$ cat src/rtl/xform_pkg.sv
`default_nettype none

package xform_pkg;

    // binary16 field widths
    localparam int FP16_EXP_W = 5;
    localparam int FP16_MAN_W = 10;

    localparam int FP16_EXP_BIAS = 15;                            // ieee half bias
    localparam logic [FP16_EXP_W-1:0] FP16_EXP_MAX = 5'd30;      // largest finite exp field

    // pipeline depths
    localparam int MUL_STAGES    = 2;
    localparam int ADD_STAGES    = 2;
    localparam int XFORM_LATENCY = MUL_STAGES + 2 * ADD_STAGES;  // 6 cycles

    typedef struct packed {
        logic                  sign;
        logic [FP16_EXP_W-1:0] exponent;
        logic [FP16_MAN_W-1:0] mantissa;
    } fp16_t;                                                     // 16 bits

    localparam fp16_t FP16_ZERO = '0;                             // +0

    typedef struct packed {
        fp16_t x;
        fp16_t y;
        fp16_t z;
    } vec3_t;                                                     // 48 bits

    typedef enum logic {
        op_affine = 1'b0,                                         // a * b + c per lane
        op_dot    = 1'b1                                          // sum of a * b into x
    } xform_op_e;

    typedef struct packed {
        xform_op_e op;
        vec3_t     a;
        vec3_t     b;
        vec3_t     c;
    } xform_req_t;                                                // 145 bits

endpackage

`default_nettype wire
$ cat src/rtl/xform_top.sv
`default_nettype none

module xform_top import xform_pkg::*; (
    input  wire             clk,
    input  wire             rst_n,
    input  wire             valid_in,
    input  wire xform_req_t req,
    output logic            valid_out,
    output vec3_t           result
);
    vec3_t     prod;                                  // a * b per lane
    logic      prod_valid;
    vec3_t     addend;                                // c, delayed to meet prod
    xform_op_e op_d;

    product_stage u_product (
        .clk        (clk),
        .rst_n      (rst_n),
        .valid_in   (valid_in),
        .a          (req.a),
        .b          (req.b),
        .prod       (prod),
        .prod_valid (prod_valid)
    );

    operand_delay u_delay (
        .clk    (clk),
        .c      (req.c),
        .op     (req.op),
        .addend (addend),
        .op_d   (op_d)
    );

    sum_stage u_sum (
        .clk        (clk),
        .rst_n      (rst_n),
        .prod_valid (prod_valid),
        .prod       (prod),
        .addend     (addend),
        .op_d       (op_d),
        .result     (result),
        .valid_out  (valid_out)
    );

endmodule

`default_nettype wire

$ cat src/rtl/sum_stage.sv
`default_nettype none

module sum_stage import xform_pkg::*; (
    input  wire            clk,
    input  wire            rst_n,
    input  wire            prod_valid,
    input  wire vec3_t     prod,
    input  wire vec3_t     addend,
    input  wire xform_op_e op_d,
    output vec3_t          result,
    output logic           valid_out
);
    fp16_t                   b_x1;                    // x addend, level one
    vec3_t                   lvl1;                    // level one sums
    fp16_t                   a_y2;
    fp16_t                   b_x2;
    fp16_t                   s_x2;
    fp16_t                   s_y2;
    fp16_t                   pz_sr [ADD_STAGES];      // z product for dot
    fp16_t                   z_sr  [ADD_STAGES];      // z sum retimed past level two
    xform_op_e               op_sr [ADD_STAGES];
    logic [2*ADD_STAGES-1:0] vld_sr;

    // dot folds y product into x lane, affine adds c
    assign b_x1 = (op_d == op_dot) ? prod.y : addend.x;

    fp16_add u_add_x1 (.clk(clk), .a(prod.x), .b(b_x1),     .s(lvl1.x));
    fp16_add u_add_y1 (.clk(clk), .a(prod.y), .b(addend.y), .s(lvl1.y));
    fp16_add u_add_z1 (.clk(clk), .a(prod.z), .b(addend.z), .s(lvl1.z));

    always_ff @(posedge clk) begin
        pz_sr[0] <= prod.z;
        op_sr[0] <= op_d;
        z_sr[0]  <= (op_sr[ADD_STAGES-1] == op_dot) ? FP16_ZERO : lvl1.z;  // dot zeroes z
        for (int i = 1; i < ADD_STAGES; i++) begin
            pz_sr[i] <= pz_sr[i-1];
            op_sr[i] <= op_sr[i-1];
            z_sr[i]  <= z_sr[i-1];
        end
    end

    // level two, affine passes sums through a +0 add
    assign b_x2 = (op_sr[ADD_STAGES-1] == op_dot) ? pz_sr[ADD_STAGES-1] : FP16_ZERO;
    assign a_y2 = (op_sr[ADD_STAGES-1] == op_dot) ? FP16_ZERO : lvl1.y;  // 0 + 0 -> y = +0

    fp16_add u_add_x2 (.clk(clk), .a(lvl1.x), .b(b_x2),      .s(s_x2));
    fp16_add u_add_y2 (.clk(clk), .a(a_y2),   .b(FP16_ZERO), .s(s_y2));

    always_ff @(posedge clk or negedge rst_n) begin
        if (!rst_n) begin
            vld_sr <= '0;
        end else begin
            vld_sr <= {vld_sr[2*ADD_STAGES-2:0], prod_valid};  // both adder levels
        end
    end

    assign result.x  = s_x2;
    assign result.y  = s_y2;
    assign result.z  = z_sr[ADD_STAGES-1];
    assign valid_out = vld_sr[2*ADD_STAGES-1];

endmodule

`default_nettype wire

$ cat src/rtl/operand_delay.sv
`default_nettype none

module operand_delay import xform_pkg::*; (
    input  wire            clk,
    input  wire vec3_t     c,
    input  wire xform_op_e op,
    output vec3_t          addend,
    output xform_op_e      op_d
);
    vec3_t     c_sr  [MUL_STAGES];                   // addend rides with the products
    xform_op_e op_sr [MUL_STAGES];

    always_ff @(posedge clk) begin
        c_sr[0]  <= c;
        op_sr[0] <= op;
        for (int i = 1; i < MUL_STAGES; i++) begin
            c_sr[i]  <= c_sr[i-1];
            op_sr[i] <= op_sr[i-1];
        end
    end

    assign addend = c_sr[MUL_STAGES-1];              // lines up with prod
    assign op_d   = op_sr[MUL_STAGES-1];

endmodule

`default_nettype wire

$ cat src/rtl/product_stage.sv
`default_nettype none

module product_stage import xform_pkg::*; (
    input  wire        clk,
    input  wire        rst_n,
    input  wire        valid_in,
    input  wire vec3_t a,
    input  wire vec3_t b,
    output vec3_t      prod,
    output logic       prod_valid
);
    logic [MUL_STAGES-1:0] vld_sr;                   // valid beside the multipliers

    fp16_mul u_mul_x (
        .clk (clk),
        .a   (a.x),
        .b   (b.x),
        .p   (prod.x)
    );

    fp16_mul u_mul_y (
        .clk (clk),
        .a   (a.y),
        .b   (b.y),
        .p   (prod.y)
    );

    fp16_mul u_mul_z (
        .clk (clk),
        .a   (a.z),
        .b   (b.z),
        .p   (prod.z)
    );

    always_ff @(posedge clk or negedge rst_n) begin
        if (!rst_n) begin
            vld_sr <= '0;
        end else begin
            vld_sr <= {vld_sr[MUL_STAGES-2:0], valid_in};
        end
    end

    assign prod_valid = vld_sr[MUL_STAGES-1];

endmodule

`default_nettype wire

$ cat src/rtl/fp16_add.sv
`default_nettype none

module fp16_add import xform_pkg::*; (
    input  wire        clk,
    input  wire fp16_t a,
    input  wire fp16_t b,
    output fp16_t      s
);
    // stage 1 comb
    logic [14:0] mag_a;                              // {exp, man} or 0 when flushed
    logic [14:0] mag_b;
    logic        swap;
    fp16_t       big;
    fp16_t       lesser;
    logic [4:0]  exp_diff;
    logic [13:0] man_big;                            // hidden + 10 man + 3 guard
    logic [13:0] man_small;

    // stage 1 regs
    logic        s1_sign;
    logic        s1_sub;
    logic [4:0]  s1_exp;
    logic [13:0] s1_big;
    logic [13:0] s1_small;

    // stage 2 comb
    logic [14:0]       sum;
    logic [3:0]        lz;
    logic [14:0]       norm;
    logic signed [6:0] exp_res;
    fp16_t             s_next;

    function automatic logic [3:0] lzc15(input logic [14:0] v);
        logic [3:0] n;
        logic       found;
        n     = '0;
        found = 1'b0;
        for (int i = 14; i >= 0; i--) begin
            if (!found) begin
                if (v[i]) begin
                    found = 1'b1;
                end else begin
                    n = n + 4'd1;
                end
            end
        end
        return n;
    endfunction

    always_comb begin
        mag_a     = (a.exponent == '0) ? '0 : {a.exponent, a.mantissa};  // ftz
        mag_b     = (b.exponent == '0) ? '0 : {b.exponent, b.mantissa};
        swap      = mag_b > mag_a;                   // larger magnitude goes first
        big       = swap ? b : a;
        lesser    = swap ? a : b;
        exp_diff  = big.exponent - lesser.exponent;
        man_big   = (big.exponent == '0) ? '0 : {1'b1, big.mantissa, 3'b000};
        // alignment shift drops bits past the guard
        man_small = (lesser.exponent == '0) ? '0 :
                    ({1'b1, lesser.mantissa, 3'b000} >> exp_diff);
    end

    always_ff @(posedge clk) begin
        s1_sign  <= big.sign;                        // result takes sign of larger
        s1_sub   <= a.sign ^ b.sign;                 // effective subtract
        s1_exp   <= big.exponent;
        s1_big   <= man_big;
        s1_small <= man_small;
    end

    always_comb begin
        sum     = s1_sub ? ({1'b0, s1_big} - {1'b0, s1_small})
                         : ({1'b0, s1_big} + {1'b0, s1_small});
        lz      = lzc15(sum);
        norm    = sum << lz;                         // msb lands on bit 14
        exp_res = 7'(s1_exp) + 7'd1 - 7'(lz);        // carry out -> lz 0 -> exp+1
        if (sum == '0) begin
            s_next = FP16_ZERO;                      // exact cancel gives +0
        end else if (exp_res <= 0) begin
            s_next.sign     = s1_sign;               // underflow flush
            s_next.exponent = '0;
            s_next.mantissa = '0;
        end else if (exp_res > $signed({2'b00, FP16_EXP_MAX})) begin
            s_next.sign     = s1_sign;               // overflow saturate
            s_next.exponent = FP16_EXP_MAX;
            s_next.mantissa = '1;
        end else begin
            s_next.sign     = s1_sign;
            s_next.exponent = exp_res[FP16_EXP_W-1:0];
            s_next.mantissa = norm[13:4];            // truncate guard bits
        end
    end

    always_ff @(posedge clk) begin
        s <= s_next;
    end

endmodule

`default_nettype wire

$ cat src/rtl/fp16_mul.sv
`default_nettype none

module fp16_mul import xform_pkg::*; (
    input  wire        clk,
    input  wire fp16_t a,
    input  wire fp16_t b,
    output fp16_t      p
);
    // stage 1 regs
    logic        s1_sign;
    logic        s1_zero;                        // either operand zero or subnormal
    logic [5:0]  s1_exp_sum;                     // raw biased sum in 0..60
    logic [21:0] s1_prod;                        // 11b x 11b significands

    // stage 2 comb
    logic signed [7:0]     exp_adj;
    logic [FP16_MAN_W-1:0] man_norm;
    fp16_t                 p_next;

    always_ff @(posedge clk) begin
        s1_sign    <= a.sign ^ b.sign;
        s1_zero    <= (a.exponent == '0) || (b.exponent == '0);  // ftz on inputs
        s1_exp_sum <= {1'b0, a.exponent} + {1'b0, b.exponent};
        s1_prod    <= 22'({1'b1, a.mantissa}) * 22'({1'b1, b.mantissa});  // hidden bits restored
    end

    always_comb begin
        // product in [1,4) -> one bit of normalization at most
        exp_adj  = 8'(s1_exp_sum) - 8'(FP16_EXP_BIAS) + 8'(s1_prod[21]);
        man_norm = s1_prod[21] ? s1_prod[20:11] : s1_prod[19:10];  // truncation is rtz
        if (s1_zero || exp_adj <= 0) begin
            p_next.sign     = s1_sign;                // signed zero
            p_next.exponent = '0;
            p_next.mantissa = '0;
        end else if (exp_adj > $signed({3'b000, FP16_EXP_MAX})) begin
            p_next.sign     = s1_sign;                // saturate to max finite
            p_next.exponent = FP16_EXP_MAX;
            p_next.mantissa = '1;
        end else begin
            p_next.sign     = s1_sign;
            p_next.exponent = exp_adj[FP16_EXP_W-1:0];
            p_next.mantissa = man_norm;
        end
    end

    always_ff @(posedge clk) begin
        p <= p_next;                                  // stage 2 output reg
    end

endmodule

`default_nettype wire

$ cat config.mk
export PLATFORM = sky130hd
export DESIGN_NAME = xform_top
export DESIGN_NICKNAME = d
export VERILOG_FILES = /design/src/rtl/xform_pkg.sv /design/src/rtl/xform_top.sv /design/src/rtl/sum_stage.sv /design/src/rtl/operand_delay.sv /design/src/rtl/product_stage.sv /design/src/rtl/fp16_add.sv /design/src/rtl/fp16_mul.sv
export SDC_FILE = /design/constraint.sdc
export NUM_CORES = 2
export LEC_CHECK = 0
export ABC_CLOCK_PERIOD_IN_PS = 38100
export BUFFER_PORTS_ARGS = -buffer_cell sky130_fd_sc_hd__buf_2
export CAP_MARGIN = 20
export CELL_PAD_IN_SITES_DETAIL_PLACEMENT = 1
export CELL_PAD_IN_SITES_GLOBAL_PLACEMENT = 2
export CORE_UTILIZATION = 43
export CTS_BUF_LIST = sky130_fd_sc_hd__clkbuf_4
export DETAILED_ROUTE_END_ITERATION = 10
export PLACE_DENSITY = 0.88
export SYNTH_ARGS = -nofsm -noshare
export SYNTH_HDL_FRONTEND = slang
export SYNTH_SLANG_ARGS = --single-unit
$ cat constraint.sdc
create_clock -name clk -period 38.1 [get_ports clk]
set_input_delay 11.43 -clock clk [delete_from_list [all_inputs] [get_ports clk]]
set_output_delay 11.43 -clock clk [all_outputs]
set_load 0.1 [all_outputs]
==> flow_metrics.tcl <==
set metrics [dict create \
    hold_end "u_delay.c_sr[0][81]" \
    slowest_stage "fa_1" \
    crit_path_cell_trace "buf_2, nand2_1, fa_1, inv_1, ha_1, inv_1, fa_1, fa_1, fa_1, inv_1, ha_1, inv_1, o21bai_1, a21o_1, a21o_1, a21oi_1, o21bai_1, a21oi_1, o21ai_0, o41ai_1, o21ai_0, or2_2, a21oi_1, xnor2_1" \
    dieWidth_um 327 \
    clkLatencyLatePin_ps 1040 \
    hp-class "reg -> reg" \
    hold_depth 0 \
    wl_met3_um 3340 \
    worst_path_largest_cell_delay_ps 560 \
    tns_ps 0 \
    dr_wl_met2_um 58300 \
    start_util_pct 43.6 \
    portBuffers 196 \
    grt_overflow 0 \
    drtIter0Drc 1499 \
    hp-start "u_delay.c_sr[0][33]" \
    dieArea_mm2 0.107 \
    num_rows 118 \
    crit_type "in -> reg" \
    drc 0 \
    path_buf_inv 5 \
    clk_pin_slew_ps 70 \
    fillCellCount 12600 \
    htree_levels 4 \
    routed.top_layer "met5" \
    globalplace.congestion 0.874 \
    synth-async-reset-ratio_pct 1.16 \
    synth_cell_type_count 116 \
    hpwl_um 97900 \
    grt_pass1_vias 40500 \
    r2r_setup_slack_ps 22260 \
    synthesis.area_mm2 0.0454 \
    seq_area_mm2 0.0104 \
    post_dp_cell_area_mm2 0.0474 \
    nets 6339 \
    viasPerCell 5.48 \
    cts_hold_buffers 0 \
    endpoint_kind "flop" \
    drt-total-wl_um 121000 \
    crit_arrival_ps 17110 \
    ys_seq_area_share_pct 22.9 \
    tightestPinTransition_ps 999 \
    num_vias 38400 \
    cts_resized 0 \
    final_cell_mix "dfxtp_1, nand2_1, inv_1, ha_1, nor2_1" \
    core-area_mm2 0.104 \
    grt_max_degree 48 \
    outcome "finished, final reports clean" \
    yosysWarnings 0 \
    ys.flop_type "dfxtp_1" \
    final-hold-violation-count 0 \
    fin_area_mm2 0.0494 \
    rsz0062_at_grt "no" \
    maxCapViolations 0 \
    num_io_pins 197 \
    path_max_fanout 11 \
    synth_area_per_cell_um2 8.47 \
    mostFrequentLayoutCell "dfxtp_1" \
    multi_input_area_mm2 0.0324 \
    dr.pass1.iters 5 \
    period_share_pct 42.5 \
    clock_sinks 518 \
    antenna_found_initial 8 \
    ctsRootBufferMaster "clkbuf_4" \
    r2r_start "u_sum.u_add_x1.s1_small[0]" \
    skew_ps 77.9 \
    crit_family "adder cells" \
    max-slew-margin-rel_pct 31.5 \
    ys_seq_elements 518 \
    wl_met1_um 57000 \
    finalCriticalPeriod_ps 16200 \
    synth-edff-count 0 \
    reg2reg_depth 68 \
    required_ps 39010 \
    timing.rr.end "u_sum.u_add_x1.s[9]" \
    post-cts-setup-buffers 0 \
    drtAntennaViolNets 0 \
    synth_cells 5363 \
    fp.dieH_um 327 \
    area_growth_pct 8.73 \
    track_usage_pct 22.7 \
    cts_buffers 145 \
    fmax_mhz 61.7 \
    grt_pass1_wl_um 203000 \
    setup_viol 0 \
    wl_per_cell_um 17.2 \
    clock_path_buffers 3 \
    cts_tree "built" \
    slew_violations 0 \
    drive_gt1_share_pct 11.1 \
    start_kind "primary input" \
]
-- state kept, by name, summed over array words and instances (netlist names), 12 cells and up --
signal and cells:
u_delay.c_sr 96, u_sum.pz_sr 32, u_sum.z_sr 32, u_product.u_mul_x.p 16, u_product.u_mul_y.p 16, u_product.u_mul_z.p 16, u_sum.u_add_x1.s 16, u_sum.u_add_x2.s 16
u_sum.u_add_y1.s 16, u_sum.u_add_y2.s 16, u_sum.u_add_z1.s 16, u_sum.u_add_x1.s1_small 14, u_sum.u_add_x2.s1_small 14, u_sum.u_add_y1.s1_small 14, u_sum.u_add_y2.s1_small 14, u_sum.u_add_z1.s1_small 14
u_product.u_mul_x.s1_prod 12, u_product.u_mul_y.s1_prod 12, u_product.u_mul_z.s1_prod 12
-- layout make-up --
type | count | share of cell area (%)
clock inverters | 67 | 1.02
diodes | 3 | 0.0152
multi-input cells | 4173 | 65.6
flip-flops and latches | 518 | 21.1
well taps | 1380 | 3.50
inverters | 457 | 3.47
clock buffers | 187 | 2.84
repair buffers | 225 | 2.46
-- per-layer routing --
metal / vias up / track usage, %
li1: 19000 / -
met1: 18700 / 29.3
met2: 512 / 39.4
met3: 147 / 2.87
met4: 4 / 6.24
met5: - / 0
-- how the worst max path moves through the flow --
stage          slack (ps)                        from                             to  cells after the start
3_5_place_dp        20860                     req[68]  u_product.u_mul_y.s1_prod[20]                     24
5_1_grt             20980  u_sum.u_add_x1.s1_small[0]           u_sum.u_add_x1.s[14]                     68
2_1_floorplan       21330                     req[68]  u_product.u_mul_y.s1_prod[20]                     24
3_3_place_gp        20970                     req[68]  u_product.u_mul_y.s1_prod[20]                     24
4_1_cts             21980                     req[68]  u_product.u_mul_y.s1_prod[20]                     24
6_report            21900                     req[68]  u_product.u_mul_y.s1_prod[20]                     24
-- through the flow --
step                std cells  hold WS (ps)  util [%]  worst slack, ps
floorplan                5376           310         -            21330
global placement         6748           310      45.5            20970
detailed placement       6748           313      45.5            20860
CTS                      7002           277      47.4            21980
global route             7010           271      47.4            20980
finish                   7010           280      47.4            21900
-- cells by family (layout without fill, tap and decap cells) --
kind of cell / count (synthesis) / in the layout / share of synthesized area [%]
compound gates: 1099 / 1099 / 15.9
xor+xnor: 284 / 284 / 5.62
fa+ha+maj: 671 / 671 / 22.5
buf+inv: 685 / 936 / 5.90
flops: 518 / 518 / 22.9
mux: 318 / 318 / 7.30
other cells: 1 / 17 / 0.00826
simple gates: 1787 / 1787 / 19.9
-- Yosys cell counts (all sizes together), types with 75 or more instances --
cell type  instances  area [um2]
dfxtp            512       10200
nand2            487        1840
inv              454        1700
ha               426        5330
nor2             394        1480
a21oi            334        1680
fa               245        4900
mux2i            243        2430
and2             240        1500
o21ai            197         990
xnor2            191        1670
clkbuf           174         656
nor3             121         632
xor2              90         811
nand3             89         450
nor2b             85         532
a21o              83         623
a31oi             75         475
-- worst register-to-register path, delay by kind of cell, from the launching register on --
kind	cells	cell delay, ps
buffers and inverters	6	1020
flip-flops	1	290
AO/OA/AOI/OAI	22	5110
AND/OR/NAND/NOR	15	2110
XOR/XNOR	2	590
adder cells (fa/ha/maj)	17	5350
multiplexers	6	1240
Power is not shown: default switching activity piles up to over one toggle a cycle in this logic, so the estimate is an artifact.
